`src/verilog/pinmux_reg_pkg.sv`:
```
`default_nettype none

package pinmux_reg_pkg;

  ////////////////////////////////////////
  // Register bus geometry
  ////////////////////////////////////////
  localparam int REG_AW = 8;
  localparam int REG_DW = 32;

  // Byte addresses, word aligned
  localparam logic [REG_AW-1:0] ADDR_FUNC_SEL = 8'h00;
  localparam logic [REG_AW-1:0] ADDR_GPIO_DIR = 8'h04;
  localparam logic [REG_AW-1:0] ADDR_GPIO_OUT = 8'h08;
  localparam logic [REG_AW-1:0] ADDR_GPIO_IN  = 8'h0C;
  localparam logic [REG_AW-1:0] ADDR_TICK_DIV = 8'h10;
  // PWM channel n sits at base + 4n
  localparam logic [REG_AW-1:0] ADDR_PWM_BASE = 8'h14;

  ////////////////////////////////////////
  // Field widths
  ////////////////////////////////////////
  localparam int TICK_DIV_W    = 10;
  localparam int PWM_CNT_W     = 16;
  localparam int N_PWM         = 6;
  // FUNC_SEL bit 8, PWM enables live in bits 5:0
  localparam int FUNC_UART_BIT = 8;

  // One PWM config word, seen raw by the bus and split by the channel
  typedef union packed {
    logic [REG_DW-1:0] raw;
    struct packed {
      logic [PWM_CNT_W-1:0] high;
      logic [PWM_CNT_W-1:0] low;
    } fld;
  } pwm_cfg_u;

endpackage

`default_nettype wire
```
`src/verilog/pinmux_pad_pkg.sv`:
```
`default_nettype none

package pinmux_pad_pkg;

  ////////////////////////////////////////
  // Pad ring
  ////////////////////////////////////////
  // Pad k carries GPIO bit k
  localparam int N_PADS = 24;

  ////////////////////////////////////////
  // Alternate function pads
  ////////////////////////////////////////
  // PWM channel to pad table
  // Channel 0 drives pad 4, channel 5 drives pad 14
  localparam int unsigned PWM_PAD [pinmux_reg_pkg::N_PWM] = '{
    4,
    8,
    9,
    12,
    13,
    14
  };

  // UART receive, pad is input only when enabled
  localparam int unsigned UART_RX_PAD = 1;

  // UART transmit, pad is always driven when enabled
  localparam int unsigned UART_TX_PAD = 2;

endpackage

`default_nettype wire

```
`src/verilog/pad_cfg_if.sv`:
```
`timescale 1ns/1ps
`default_nettype none

interface pad_cfg_if;

  // GPIO direction, 1 drives the pad
  logic [pinmux_pad_pkg::N_PADS-1:0] gpio_dir;
  // GPIO output data
  logic [pinmux_pad_pkg::N_PADS-1:0] gpio_out;
  // UART takes over its two pads
  logic                              uart_enb;
  // Raw pad input, not yet synchronized
  logic [pinmux_pad_pkg::N_PADS-1:0] pad_in;

  // Register side
  modport regs (
    output gpio_dir,
    output gpio_out,
    output uart_enb,
    input  pad_in
  );

  // Pad mux side
  modport mux (
    input  gpio_dir,
    input  gpio_out,
    input  uart_enb,
    output pad_in
  );

endinterface

`default_nettype wire

```
`src/verilog/pinmux_top.sv`:
```
`timescale 1ns/1ps
`default_nettype none

module pinmux_top #(
  parameter int TICKS_PER_MS = 1000
) (
  input  wire logic                                mclk,
  input  wire logic                                rst_n_i,
  // Register bus
  input  wire logic                                reg_cs_i,
  input  wire logic                                reg_wr_i,
  input  wire logic [pinmux_reg_pkg::REG_AW-1:0]   reg_addr_i,
  input  wire logic [pinmux_reg_pkg::REG_DW-1:0]   reg_wdata_i,
  input  wire logic [3:0]                          reg_be_i,
  output logic      [pinmux_reg_pkg::REG_DW-1:0]   reg_rdata_o,
  output logic                                     reg_ack_o,
  // Pads
  input  wire logic [pinmux_pad_pkg::N_PADS-1:0]   digital_io_in_i,
  output logic      [pinmux_pad_pkg::N_PADS-1:0]   digital_io_out_o,
  output logic      [pinmux_pad_pkg::N_PADS-1:0]   digital_io_oen_o,
  // UART
  input  wire logic                                uart_txd_i,
  output logic                                     uart_rxd_o,
  // Millisecond strobe
  output logic                                     pulse1m_o
);

  logic [pinmux_reg_pkg::TICK_DIV_W-1:0]           tick_div;
  logic [pinmux_reg_pkg::N_PWM-1:0]                pwm_enb;
  pinmux_reg_pkg::pwm_cfg_u [pinmux_reg_pkg::N_PWM-1:0] pwm_cfg;
  logic [pinmux_reg_pkg::N_PWM-1:0]                pwm_wave;

  // Pad config between register bank and mux
  pad_cfg_if i_pad_cfg ();

  ////////////////////////////////////////
  // Register bank
  ////////////////////////////////////////
  pinmux_regs i_pinmux_regs (
    .mclk        (mclk),
    .rst_n_i     (rst_n_i),
    .reg_cs_i    (reg_cs_i),
    .reg_wr_i    (reg_wr_i),
    .reg_addr_i  (reg_addr_i),
    .reg_wdata_i (reg_wdata_i),
    .reg_be_i    (reg_be_i),
    .reg_rdata_o (reg_rdata_o),
    .reg_ack_o   (reg_ack_o),
    .pad_cfg     (i_pad_cfg.regs),
    .tick_div_o  (tick_div),
    .pwm_enb_o   (pwm_enb),
    .pwm_cfg_o   (pwm_cfg)
  );

  // us strobe stays internal to the tick block
  tick_gen #(
    .TICKS_PER_MS (TICKS_PER_MS)
  ) i_tick_gen (
    .mclk       (mclk),
    .rst_n_i    (rst_n_i),
    .tick_div_i (tick_div),
    .pulse1u_o  (),
    .pulse1m_o  (pulse1m_o)
  );

  ////////////////////////////////////////
  // PWM channels
  ////////////////////////////////////////
  for (genvar c = 0; c < pinmux_reg_pkg::N_PWM; c++) begin : g_pwm
    pwm_wave i_pwm_wave (
      .mclk      (mclk),
      .rst_n_i   (rst_n_i),
      .pulse1m_i (pulse1m_o),
      .enb_i     (pwm_enb[c]),
      .cfg_i     (pwm_cfg[c]),
      .wave_o    (pwm_wave[c])
    );
  end

  // Pad selection
  pad_mux i_pad_mux (
    .pad_cfg          (i_pad_cfg.mux),
    .pwm_enb_i        (pwm_enb),
    .pwm_wave_i       (pwm_wave),
    .uart_txd_i       (uart_txd_i),
    .digital_io_in_i  (digital_io_in_i),
    .digital_io_out_o (digital_io_out_o),
    .digital_io_oen_o (digital_io_oen_o),
    .uart_rxd_o       (uart_rxd_o)
  );

endmodule

`default_nettype wire

```
`src/verilog/pad_mux.sv`:
```
`timescale 1ns/1ps
`default_nettype none

module pad_mux (
  pad_cfg_if.mux                                  pad_cfg,
  input  wire logic [pinmux_reg_pkg::N_PWM-1:0]   pwm_enb_i,
  input  wire logic [pinmux_reg_pkg::N_PWM-1:0]   pwm_wave_i,
  input  wire logic                               uart_txd_i,
  input  wire logic [pinmux_pad_pkg::N_PADS-1:0]  digital_io_in_i,
  output logic      [pinmux_pad_pkg::N_PADS-1:0]  digital_io_out_o,
  output logic      [pinmux_pad_pkg::N_PADS-1:0]  digital_io_oen_o,
  output logic                                    uart_rxd_o
);

  ////////////////////////////////////////
  // Pad input
  ////////////////////////////////////////
  // Raw pad values back to the register side
  assign pad_cfg.pad_in = digital_io_in_i;

  // UART rx only while UART owns its pad
  assign uart_rxd_o = pad_cfg.uart_enb & digital_io_in_i[pinmux_pad_pkg::UART_RX_PAD];

  ////////////////////////////////////////
  // Pad output and output enable
  ////////////////////////////////////////
  // Lowest priority first, later stages override
  always_comb begin
    // GPIO
    // Output pads drive the out bit, input pads float with out 0
    digital_io_out_o = pad_cfg.gpio_out & pad_cfg.gpio_dir;
    digital_io_oen_o = ~pad_cfg.gpio_dir;

    // UART
    if (pad_cfg.uart_enb) begin
      // Rx pad forced to input
      digital_io_out_o[pinmux_pad_pkg::UART_RX_PAD] = 1'b0;
      digital_io_oen_o[pinmux_pad_pkg::UART_RX_PAD] = 1'b1;
      // Tx pad driven by the UART
      digital_io_out_o[pinmux_pad_pkg::UART_TX_PAD] = uart_txd_i;
      digital_io_oen_o[pinmux_pad_pkg::UART_TX_PAD] = 1'b0;
    end

    // PWM wins over UART and GPIO on its pad
    for (int c = 0; c < pinmux_reg_pkg::N_PWM; c++) begin
      if (pwm_enb_i[c]) begin
        digital_io_out_o[pinmux_pad_pkg::PWM_PAD[c]] = pwm_wave_i[c];
        digital_io_oen_o[pinmux_pad_pkg::PWM_PAD[c]] = 1'b0;
      end
    end
  end

endmodule

`default_nettype wire

```
`src/verilog/pwm_wave.sv`:
```
`timescale 1ns/1ps
`default_nettype none

module pwm_wave (
  input  wire logic                     mclk,
  input  wire logic                     rst_n_i,
  input  wire logic                     pulse1m_i,
  input  wire logic                     enb_i,
  input  pinmux_reg_pkg::pwm_cfg_u      cfg_i,
  output logic                          wave_o
);

  localparam int CW = pinmux_reg_pkg::PWM_CNT_W;

  // Phase 1 is the high part of the period
  logic          phase_q;
  logic [CW-1:0] cnt_q;
  logic [CW-1:0] limit;
  logic          last;

  // Length of the running phase in ms strobes
  assign limit = phase_q ? cfg_i.fld.high : cfg_i.fld.low;
  // Zero length behaves like one strobe
  assign last  = ({1'b0, cnt_q} + 1'b1) >= {1'b0, limit};

  ////////////////////////////////////////
  // Phase counter
  ////////////////////////////////////////
  always_ff @(posedge mclk or negedge rst_n_i) begin
    if (!rst_n_i) begin
      phase_q <= 1'b1;
      cnt_q   <= '0;
    end else if (!enb_i) begin
      // Idle, restart high on next enable
      phase_q <= 1'b1;
      cnt_q   <= '0;
    end else if (pulse1m_i) begin
      if (last) begin
        phase_q <= ~phase_q;
        cnt_q   <= '0;
      end else begin
        cnt_q <= cnt_q + 1'b1;
      end
    end
  end

  // Low whenever the channel is off
  assign wave_o = enb_i & phase_q;

endmodule

`default_nettype wire

```
`src/verilog/tick_gen.sv`:
```
`timescale 1ns/1ps
`default_nettype none

module tick_gen #(
  parameter int TICKS_PER_MS = 1000
) (
  input  wire logic                                  mclk,
  input  wire logic                                  rst_n_i,
  input  wire logic [pinmux_reg_pkg::TICK_DIV_W-1:0] tick_div_i,
  output logic                                       pulse1u_o,
  output logic                                       pulse1m_o
);

  localparam int MS_W = (TICKS_PER_MS > 1) ? $clog2(TICKS_PER_MS) : 1;

  logic [pinmux_reg_pkg::TICK_DIV_W-1:0] us_cnt_q;
  logic                                  us_hit;
  logic                                  pulse1u_q;
  logic [MS_W-1:0]                       ms_cnt_q;
  logic                                  pulse1m_q;

  ////////////////////////////////////////
  // Microsecond strobe
  ////////////////////////////////////////
  // Down-counter, reload on zero
  // One strobe every tick_div + 1 clocks
  assign us_hit = (us_cnt_q == '0);

  always_ff @(posedge mclk or negedge rst_n_i) begin
    if (!rst_n_i) begin
      us_cnt_q  <= '0;
      pulse1u_q <= 1'b0;
    end else begin
      us_cnt_q  <= us_hit ? tick_div_i : us_cnt_q - 1'b1;
      pulse1u_q <= us_hit;
    end
  end

  ////////////////////////////////////////
  // Millisecond strobe
  ////////////////////////////////////////
  // Every TICKS_PER_MS-th microsecond strobe
  always_ff @(posedge mclk or negedge rst_n_i) begin
    if (!rst_n_i) begin
      ms_cnt_q  <= '0;
      pulse1m_q <= 1'b0;
    end else begin
      pulse1m_q <= 1'b0;
      if (pulse1u_q) begin
        if (ms_cnt_q == MS_W'(TICKS_PER_MS - 1)) begin
          ms_cnt_q  <= '0;
          pulse1m_q <= 1'b1;
        end else begin
          ms_cnt_q <= ms_cnt_q + 1'b1;
        end
      end
    end
  end

  assign pulse1u_o = pulse1u_q;
  assign pulse1m_o = pulse1m_q;

endmodule

`default_nettype wire

```
`src/verilog/pinmux_regs.sv`:
```
`timescale 1ns/1ps
`default_nettype none

module pinmux_regs (
  input  wire logic                                mclk,
  input  wire logic                                rst_n_i,
  // Register bus
  input  wire logic                                reg_cs_i,
  input  wire logic                                reg_wr_i,
  input  wire logic [pinmux_reg_pkg::REG_AW-1:0]   reg_addr_i,
  input  wire logic [pinmux_reg_pkg::REG_DW-1:0]   reg_wdata_i,
  input  wire logic [3:0]                          reg_be_i,
  output logic      [pinmux_reg_pkg::REG_DW-1:0]   reg_rdata_o,
  output logic                                     reg_ack_o,
  // Pad configuration
  pad_cfg_if.regs                                  pad_cfg,
  // Tick and PWM configuration
  output logic      [pinmux_reg_pkg::TICK_DIV_W-1:0] tick_div_o,
  output logic      [pinmux_reg_pkg::N_PWM-1:0]      pwm_enb_o,
  output pinmux_reg_pkg::pwm_cfg_u [pinmux_reg_pkg::N_PWM-1:0] pwm_cfg_o
);

  localparam int AW = pinmux_reg_pkg::REG_AW;
  localparam int DW = pinmux_reg_pkg::REG_DW;
  localparam int NP = pinmux_reg_pkg::N_PWM;

  // Configuration state
  logic [NP-1:0]                             pwm_enb_q;
  logic                                      uart_enb_q;
  logic [pinmux_pad_pkg::N_PADS-1:0]         gpio_dir_q;
  logic [pinmux_pad_pkg::N_PADS-1:0]         gpio_out_q;
  logic [pinmux_reg_pkg::TICK_DIV_W-1:0]     tick_div_q;
  pinmux_reg_pkg::pwm_cfg_u [NP-1:0]         pwm_cfg_q;
  // Two-flop pad input synchronizer
  logic [pinmux_pad_pkg::N_PADS-1:0]         sync1_q;
  logic [pinmux_pad_pkg::N_PADS-1:0]         sync2_q;
  // Bus datapath
  logic [DW-1:0]                             rd_mux;
  logic [DW-1:0]                             wr_data;
  logic                                      wr_en;
  logic [DW-1:0]                             rdata_q;
  logic                                      ack_q;

  // Byte address of PWM channel n
  function automatic logic [AW-1:0] pwm_addr(input int unsigned n);
    return pinmux_reg_pkg::ADDR_PWM_BASE + AW'(4 * n);
  endfunction

  // Replace enabled byte lanes of the current word
  function automatic logic [DW-1:0] merge_be(
    input logic [DW-1:0] cur,
    input logic [DW-1:0] wdata,
    input logic [3:0]    be
  );
    logic [DW-1:0] res;
    res = cur;
    for (int b = 0; b < 4; b++) begin
      if (be[b]) res[8*b +: 8] = wdata[8*b +: 8];
    end
    return res;
  endfunction

  ////////////////////////////////////////
  // Read mux
  ////////////////////////////////////////
  always_comb begin
    rd_mux = '0;
    case (reg_addr_i)
      pinmux_reg_pkg::ADDR_FUNC_SEL: begin
        rd_mux[NP-1:0]                       = pwm_enb_q;
        rd_mux[pinmux_reg_pkg::FUNC_UART_BIT] = uart_enb_q;
      end
      pinmux_reg_pkg::ADDR_GPIO_DIR: rd_mux[pinmux_pad_pkg::N_PADS-1:0] = gpio_dir_q;
      pinmux_reg_pkg::ADDR_GPIO_OUT: rd_mux[pinmux_pad_pkg::N_PADS-1:0] = gpio_out_q;
      pinmux_reg_pkg::ADDR_GPIO_IN:  rd_mux[pinmux_pad_pkg::N_PADS-1:0] = sync2_q;
      pinmux_reg_pkg::ADDR_TICK_DIV: rd_mux[pinmux_reg_pkg::TICK_DIV_W-1:0] = tick_div_q;
      default: ;
    endcase
    // PWM window
    for (int n = 0; n < NP; n++) begin
      if (reg_addr_i == pwm_addr(n)) rd_mux = pwm_cfg_q[n].raw;
    end
  end

  // Current contents merged with the written bytes
  assign wr_en   = reg_cs_i & reg_wr_i;
  assign wr_data = merge_be(rd_mux, reg_wdata_i, reg_be_i);

  ////////////////////////////////////////
  // Register bank
  ////////////////////////////////////////
  always_ff @(posedge mclk or negedge rst_n_i) begin
    if (!rst_n_i) begin
      pwm_enb_q  <= '0;
      uart_enb_q <= 1'b0;
      gpio_dir_q <= '0;
      gpio_out_q <= '0;
      tick_div_q <= '0;
      pwm_cfg_q  <= '0;
    end else if (wr_en) begin
      case (reg_addr_i)
        pinmux_reg_pkg::ADDR_FUNC_SEL: begin
          pwm_enb_q  <= wr_data[NP-1:0];
          uart_enb_q <= wr_data[pinmux_reg_pkg::FUNC_UART_BIT];
        end
        pinmux_reg_pkg::ADDR_GPIO_DIR: gpio_dir_q <= wr_data[pinmux_pad_pkg::N_PADS-1:0];
        pinmux_reg_pkg::ADDR_GPIO_OUT: gpio_out_q <= wr_data[pinmux_pad_pkg::N_PADS-1:0];
        pinmux_reg_pkg::ADDR_TICK_DIV: tick_div_q <= wr_data[pinmux_reg_pkg::TICK_DIV_W-1:0];
        // GPIO_IN is read only
        default: ;
      endcase
      for (int n = 0; n < NP; n++) begin
        if (reg_addr_i == pwm_addr(n)) pwm_cfg_q[n].raw <= wr_data;
      end
    end
  end

  // Ack one cycle after cs, read data only alongside a read ack
  always_ff @(posedge mclk or negedge rst_n_i) begin
    if (!rst_n_i) begin
      ack_q   <= 1'b0;
      rdata_q <= '0;
    end else begin
      ack_q   <= reg_cs_i;
      rdata_q <= (reg_cs_i && !reg_wr_i) ? rd_mux : '0;
    end
  end

  // Pad inputs cross into mclk here
  always_ff @(posedge mclk or negedge rst_n_i) begin
    if (!rst_n_i) begin
      sync1_q <= '0;
      sync2_q <= '0;
    end else begin
      sync1_q <= pad_cfg.pad_in;
      sync2_q <= sync1_q;
    end
  end

  // Outputs
  assign reg_ack_o        = ack_q;
  assign reg_rdata_o      = rdata_q;
  assign pad_cfg.gpio_dir = gpio_dir_q;
  assign pad_cfg.gpio_out = gpio_out_q;
  assign pad_cfg.uart_enb = uart_enb_q;
  assign tick_div_o       = tick_div_q;
  assign pwm_enb_o        = pwm_enb_q;
  assign pwm_cfg_o        = pwm_cfg_q;

endmodule

`default_nettype wire

```
`config.mk`:
```
export PLATFORM = sky130hd
export DESIGN_NAME = pinmux_top
export DESIGN_NICKNAME = d
export VERILOG_FILES = /design/src/verilog/pinmux_reg_pkg.sv /design/src/verilog/pinmux_pad_pkg.sv /design/src/verilog/pad_cfg_if.sv /design/src/verilog/pinmux_top.sv /design/src/verilog/pad_mux.sv /design/src/verilog/pwm_wave.sv /design/src/verilog/tick_gen.sv /design/src/verilog/pinmux_regs.sv
export SDC_FILE = /design/constraint.sdc
export NUM_CORES = 1
export LEC_CHECK = 0
export CORE_MARGIN = 2
export CORE_UTILIZATION = 42
export DETAILED_ROUTE_END_ITERATION = 16
export DONT_BUFFER_PORTS = 1
export GPL_TIMING_DRIVEN = 0
export PLACE_DENSITY = 0.53
export SETUP_SLACK_MARGIN = 0.5
export SYNTH_ARGS = -nofsm -noshare
export SYNTH_HDL_FRONTEND = slang
export SYNTH_HIERARCHICAL = 1
export SYNTH_SLANG_ARGS = --single-unit
```
`constraint.sdc`:
```
create_clock -name mclk -period 3.6 [get_ports mclk]
set_clock_uncertainty 0.05 [all_clocks]
set_input_delay 1.08 -clock mclk [delete_from_list [all_inputs] [get_ports mclk]]
set_output_delay 1.08 -clock mclk [all_outputs]
set_load 0.005 [all_outputs]
```
==> impl_metrics.env, run 1 <==
export IMPL_syn_cell_area_mm2=0.0264
export IMPL_drc=0
export IMPL_async_reset_ff_frac=1.00
export IMPL_gp_congestion=1.01
export IMPL_period_needed_ps=3200
export IMPL_ios=156
export IMPL_final_cell_mix="436 x dfrtp_1, 380 x nand2_1, 190 x nor2_1"
export IMPL_reg2regPathDepth=15
export IMPL_start_kind="primary input"
export IMPL_gr_total_overflow=0
export IMPL_vias_per_cell=6.16
export IMPL_path_class="in -> reg"
export IMPL_cts_buffers=55
export IMPL_coreArea_mm2=0.0618
export IMPL_wl_met3_um=9550
export IMPL_grt_usage=0.338
export IMPL_finalSetupViolations=0
export IMPL_p_leak_nw=14.4
export IMPL_finalCoreUtilization=0.530
export IMPL_dr_pass1_iters=5
export IMPL_cts_hold_buf=0
export IMPL_power_mw=12.7
export IMPL_syn_inst=2783
export IMPL_ir_worst_vdd_mv=0.356
export IMPL_drtIter0Drc=2487
export IMPL_hold_path_class="in -> async"
export IMPL_vias=23893
export IMPL_wl_per_cell_um=28.7
export IMPL_grt_pass1_wl_um=159000
export IMPL_cts_root_buf="clkbuf_16"
export IMPL_dp_hpwl_um=80900
export IMPL_initial_utilization=0.426
export IMPL_arrival_ps=3700
export IMPL_yosys_warnings=6
export IMPL_htreeDepth=2
export IMPL_syn_num_nets=2960
export IMPL_fmax_mhz=313
export IMPL_cts_buffer_depth=3
export IMPL_ys_ff_latch=462
export IMPL_clkTransAtPathRegs_ps=60
export IMPL_fin_tns_setup_ps=0
export IMPL_ys_types=101
export IMPL_drive_gt1_frac=0.253
export IMPL_finalHoldViolCount=0
export IMPL_crit_path_end_kind="flop"
export IMPL_powerDensity_mw_per_mm2=387
export IMPL_die_w_um=255
export IMPL_postRouteAntennaNets=0
export IMPL_cts_sinks=462
export IMPL_grt_max_degree=463
export IMPL_synth_edf_count=0
export IMPL_r2r_slack_ps=480
export IMPL_wl_met2_um=50900
export IMPL_antenna_found_initial=5
export IMPL_dieHeight_um=255
export IMPL_port_buffers=0
export IMPL_rsz0062_at_grt="yes"
export IMPL_grt_pass1_vias=22921
export IMPL_num_rows=91
export IMPL_dieArea_mm2=0.0648
export IMPL_slew_headroom=0.0821
export IMPL_final_nets=3173
export IMPL_critPathMaxFanout=10
export IMPL_worst_ep_required_time_ps=4110
export IMPL_highest_layer="met5"
export IMPL_cts_tree="yes"
export IMPL_avgSynthCellArea_um2=9.47
export IMPL_area_delta_synth_final_pct=24.3
export IMPL_clk_latency_ps=630
export IMPL_finalCritPeriodShare=0.888
export IMPL_drt_met1_wl_um=45000
export IMPL_drv_cap=0
export IMPL_ys_flop_type="dfrtp_1"
export IMPL_drt_wl_total_um=111000
export IMPL_status="complete, no violations"
export IMPL_mostFrequentLayoutCell="dfrtp_1"
export IMPL_seq_area_frac_synth=0.439
export IMPL_worst_slew_pin_slew_ps=1380
export IMPL_slew_viol_final=0
[logic make-up (layout without fill, tap and decap cells)]
logic type,count (synthesis),after routing,share of synthesized area
DFF,462,462,0.439
AOI/OAI and AO/OA,713,714,0.181
muxes,184,184,0.0741
and+or+nand+nor,966,966,0.179
adders and majority gates,104,104,0.0494
buffers and inverters,261,514,0.0460
other,0,2,0
xor gates and xnor gates,93,93,0.0309
[worst paths after layout]
kind                                                           from                                       end
max                                                   reg_addr_i[1]   i_pinmux_regs/pwm_cfg_o[59]$_DFFE_PN0P_
min                                                         rst_n_i  g_pwm[0].i_pwm_wave/cnt_q[5]$_DFFE_PN0P_
max reg2reg                g_pwm[4].i_pwm_wave/cnt_q[0]$_DFFE_PN0P_  g_pwm[4].i_pwm_wave/cnt_q[2]$_DFFE_PN0P_
min reg2reg                      i_pinmux_regs/sync1_q[9]$_DFF_PN0_        i_pinmux_regs/sync2_q[9]$_DFF_PN0_
max in group asynchronous                                   rst_n_i  i_pinmux_regs/pwm_cfg_o[139]$_DFFE_PN0P_
min in group mclk                i_pinmux_regs/sync1_q[9]$_DFF_PN0_        i_pinmux_regs/sync2_q[9]$_DFF_PN0_
[timing repair]
item,CTS,global route
gates resized for setup,221,300
gates cloned,4,2
setup buffers,79,71
pin swaps,49,136
setup endpoints to repair,292,240
[final cells by class]
type | instances | area (µm²)
clock buffers | 76 | 1550
multi-input cells | 2061 | 15400
clock inverters | 22 | 303
repair buffers | 155 | 1360
plain buffers | 197 | 1320
fillers | 5602 | 29100
inverters | 64 | 241
diodes | 2 | 5.00
flip-flops and latches | 462 | 11600
well taps | 837 | 1050
[worst max-delay path, cell delays in order]
cell and delay, ps:
or3b_2 440, buf_2 250, clkbuf_2 330, o2bb2ai_1 450
a2bb2oi_2 190, mux2i_2 640, mux2_2 300
[registers in the layout, summed over array words and instances, names as in the netlist, 6 cells and up]
signal and count:
g_pwm.i_pwm_wave/phase_q 6, i_pinmux_regs/reg_rdata_o 32, i_pinmux_regs/sync2_q 24, i_pinmux_regs/pwm_enb_o 6, i_tick_gen/ms_cnt_q 10, i_tick_gen/us_cnt_q 10, i_pinmux_regs/pad_cfg.gpio_out 24, i_pinmux_regs/sync1_q 24
i_pinmux_regs/pwm_cfg_o 192, g_pwm.i_pwm_wave/cnt_q 96, i_pinmux_regs/pad_cfg.gpio_dir 24, i_pinmux_regs/tick_div_o 10
[layer usage]
layer	up-vias	track usage
met5	-	0
met3	271	0.0705
li1	10453	-
met2	1106	0.531
met4	4	0.156
met1	12059	0.448
[cell usage after synthesis (57+ instances only)]
master | n | area [µm²]
mux2_2 | 70 | 788
inv_1 | 63 | 236
nand3_1 | 72 | 360
o21ai_0 | 180 | 901
mux2i_1 | 112 | 1120
nor2_1 | 221 | 830
ha_1 | 104 | 1300
a21oi_1 | 144 | 721
clkbuf_1 | 96 | 360
dfrtp_1 | 456 | 11400
nand2_1 | 381 | 1430
a31oi_1 | 57 | 357
[through the flow]
step	instance area [µm²]	std cells	hold WS (ps)	setup slack, ps
floorplan	26400	2783	281	509
global placement	27400	3620	282	-971
detailed placement	27400	3620	286	-1010
CTS	31000	3801	100	484
global route	32800	3874	86.6	265
finish	32800	3876	109	402
[power breakdown]
part           internal (mW)  leakage (nW)  switching [mW]
Clock                   3.48         0.913            2.35
Sequential              5.39          6.24           0.242
Combinational          0.485          7.25           0.731
No activity file was read; power rests on OpenSTA's default activity.
==> run 2: changes to the inputs <==
Settings changed: ABC_AREA from default to 1, CAP_MARGIN from default to 10.
==> run 2 against run 1 <==
Effect of this change:
- sequential cell count did not move
- clock-buffer cell count shrank 2
- final area is 7.8% lower
- cell count is 12% higher
- sequential share of layout area rose by 3.0 points
- combinational power fell by 23%
- sequential power fell by 2%
- largest cell class unchanged
- highest routed layer unchanged
==> impl_metrics.env, run 2 <==
export IMPL_dieArea_mm2=0.0659
export IMPL_syn_inst=3385
export IMPL_num_rows=92
export IMPL_cts_buffers=54
export IMPL_dieHeight_um=257
export IMPL_period_needed_ps=3140
export IMPL_largest_register_ffs=192
export IMPL_path_class="in -> reg"
export IMPL_wl_per_cell_um=22.7
export IMPL_drtIter0Drc=2534
export IMPL_avgSynthCellArea_um2=7.92
export IMPL_synth_edf_count=0
export IMPL_final_nets=3639
export IMPL_hold_path_class="in -> async"
export IMPL_syn_num_nets=3562
export IMPL_area_delta_synth_final_pct=12.7
export IMPL_grt_pass1_wl_um=146000
export IMPL_worst_slew_pin_slew_ps=1390
export IMPL_clk_latency_ps=630
export IMPL_postRouteAntennaNets=0
export IMPL_yosysTopAreaCellShare=0.426
export IMPL_status="complete, no violations"
export IMPL_critPathMaxFanout=10
export IMPL_grt_max_degree=463
export IMPL_crit_path_end_kind="flop"
export IMPL_synth_top_cell_by_area="dfrtp_1"
export IMPL_dp_hpwl_um=73200
export IMPL_dp_cells=4231
export IMPL_grt_pass1_vias=23075
export IMPL_gp_congestion=0.928
export IMPL_cts_root_buf="clkbuf_16"
export IMPL_powerDensity_mw_per_mm2=409
export IMPL_cts_sinks=462
export IMPL_fmax_mhz=319
export IMPL_drive_gt1_frac=0.131
export IMPL_async_reset_ff_frac=1.00
export IMPL_ys_ff_latch=462
export IMPL_dr_pass1_iters=7
export IMPL_final_cell_mix="1187 x nand2_1, 448 x dfrtp_1, 349 x nand3_1"
export IMPL_worst_ep_required_time_ps=4050
export IMPL_slew_headroom=0.0713
export IMPL_ir_worst_vdd_mv=0.338
export IMPL_final_cells=4357
export IMPL_cts_tree="yes"
export IMPL_drt_wl_total_um=98800
export IMPL_rsz0062_at_grt="yes"
export IMPL_cts_hold_buf=0
export IMPL_grt_usage=0.296
export IMPL_fillerInstances=6275
export IMPL_drc=0
export IMPL_die_w_um=257
export IMPL_initial_utilization=0.425
export IMPL_seq_area_frac_synth=0.432
export IMPL_antenna_found_initial=7
export IMPL_mostFrequentLayoutCell="nand2_1"
export IMPL_coreArea_mm2=0.0631
export IMPL_ys_flop_type="dfrtp_1"
export IMPL_cts_buffer_depth=3
export IMPL_vias=23823
export IMPL_syn_cell_area_mm2=0.0268
export IMPL_fin_tns_setup_ps=0
export IMPL_yosys_warnings=6
export IMPL_drv_cap=0
export IMPL_p_leak_nw=16.0
export IMPL_dpl_cell_area_mm2=0.0279
export IMPL_finalHoldViolCount=0
export IMPL_fin_area_mm2=0.0302
export IMPL_finalCritPeriodShare=0.872
export IMPL_vias_per_cell=5.47
export IMPL_finalSetupViolations=0
export IMPL_gr_total_overflow=0
export IMPL_synth_common_cells="1187 x nand2_1, 456 x dfrtp_1, 349 x nand3_1"
export IMPL_start_kind="primary input"
export IMPL_slew_viol_final=0
export IMPL_ys_top_cells_by_area="dfrtp_1 43%, nand2_1 17%, nand3_1 6.5%"
export IMPL_htreeDepth=2
export IMPL_port_buffers=0
export IMPL_clkTransAtPathRegs_ps=60
export IMPL_arrival_ps=3590
export IMPL_ys_types=55
export IMPL_ios=156
export IMPL_synth_most_common_cell="nand2_1"
run 2: layout make-up:
class,count,area (µm²),area share
Multi-Input combinational cell,2438,13300,0.442
Sequential cell,462,11600,0.383
Clock buffer,74,1510,0.0499
Inverter,320,1200,0.0399
Tap cell,846,1060,0.0350
Buffer,165,980,0.0324
Clock inverter,27,365,0.0121
Timing Repair Buffer,21,158,0.00522
Antenna cell,4,10.0,0.000331
run 2: cells by family after synthesis:
| logic type | share of synthesized area |
|---|---|
| AO/OA/AOI/OAI | 0.0455 |
| XOR/XNOR | 0.0229 |
| adder cells (fa/ha/maj) | 0.0486 |
| buffers and inverters | 0.0795 |
| flip-flops | 0.432 |
| multiplexers | 0.0361 |
| AND/OR/NAND/NOR | 0.336 |
run 2: critical path: stages:
cell and delay, ps:
inv_1 30, nand2_2 140, nor2_1 130, nand2_1 290, buf_2 340, nor2_1 70, nor2_1 230, nand4_1 250
nor2_1 420, nand3_4 330, nand3_1 190, nand2_1 70
run 2: layer usage:
metal,share of wire,global-route usage,vias to the layer above
li1,-,-,11003
met1,0.42,0.402,11585
met2,0.45,0.464,1030
met3,0.080,0.0552,199
met4,0.047,0.126,6
met5,0.00093,0,-
run 2: power by group:
part           total (mW)  internal, mW  switching, mW
clock                5.88          3.50           2.38
combinational       0.940         0.314          0.626
sequential           5.54          5.37          0.164
total                12.4          9.19           3.17
run 2: worst paths after layout:
path | from | to | slack, ps | cells past startpoint
setup / recovery | reg_addr_i[0] | i_pinmux_regs/pwm_cfg_o[11]$_DFFE_PN0P_ | 460 | 12
hold reg to reg | i_pinmux_regs/sync1_q[2]$_DFF_PN0_ | i_pinmux_regs/sync2_q[2]$_DFF_PN0_ | 300 | 0
hold / removal | rst_n_i | g_pwm[3].i_pwm_wave/cnt_q[8]$_DFFE_PN0P_ | 110 | 0
setup reg to reg | g_pwm[3].i_pwm_wave/phase_q$_DFFE_PN1P_ | g_pwm[3].i_pwm_wave/cnt_q[3]$_DFFE_PN0P_ | 640 | 18
max in group asynchronous | rst_n_i | i_pinmux_regs/sync1_q[7]$_DFF_PN0_ | 2280 | 0
min in group mclk | i_pinmux_regs/sync1_q[2]$_DFF_PN0_ | i_pinmux_regs/sync2_q[2]$_DFF_PN0_ | 300 | 0
run 2: through the flow:
step                      hold slack [ps]  setup WS (ps)  total power [mW]  utilization
final                                 111            462              12.4        0.479
after global routing                 88.5            486              12.8        0.479
after CTS                             116            500              12.4        0.473
after detailed placement              285           -260              6.53        0.442
after global placement                281           -234              6.51        0.442
after floorplan                       281            923              6.21            -
run 2: what timing repair did:
item | 4_1_cts | 5_1_grt
resized for setup | 31 | 56
pin swaps | 0 | 10
buffers inserted | 0 | 21
setup endpoints to repair | 124 | 123
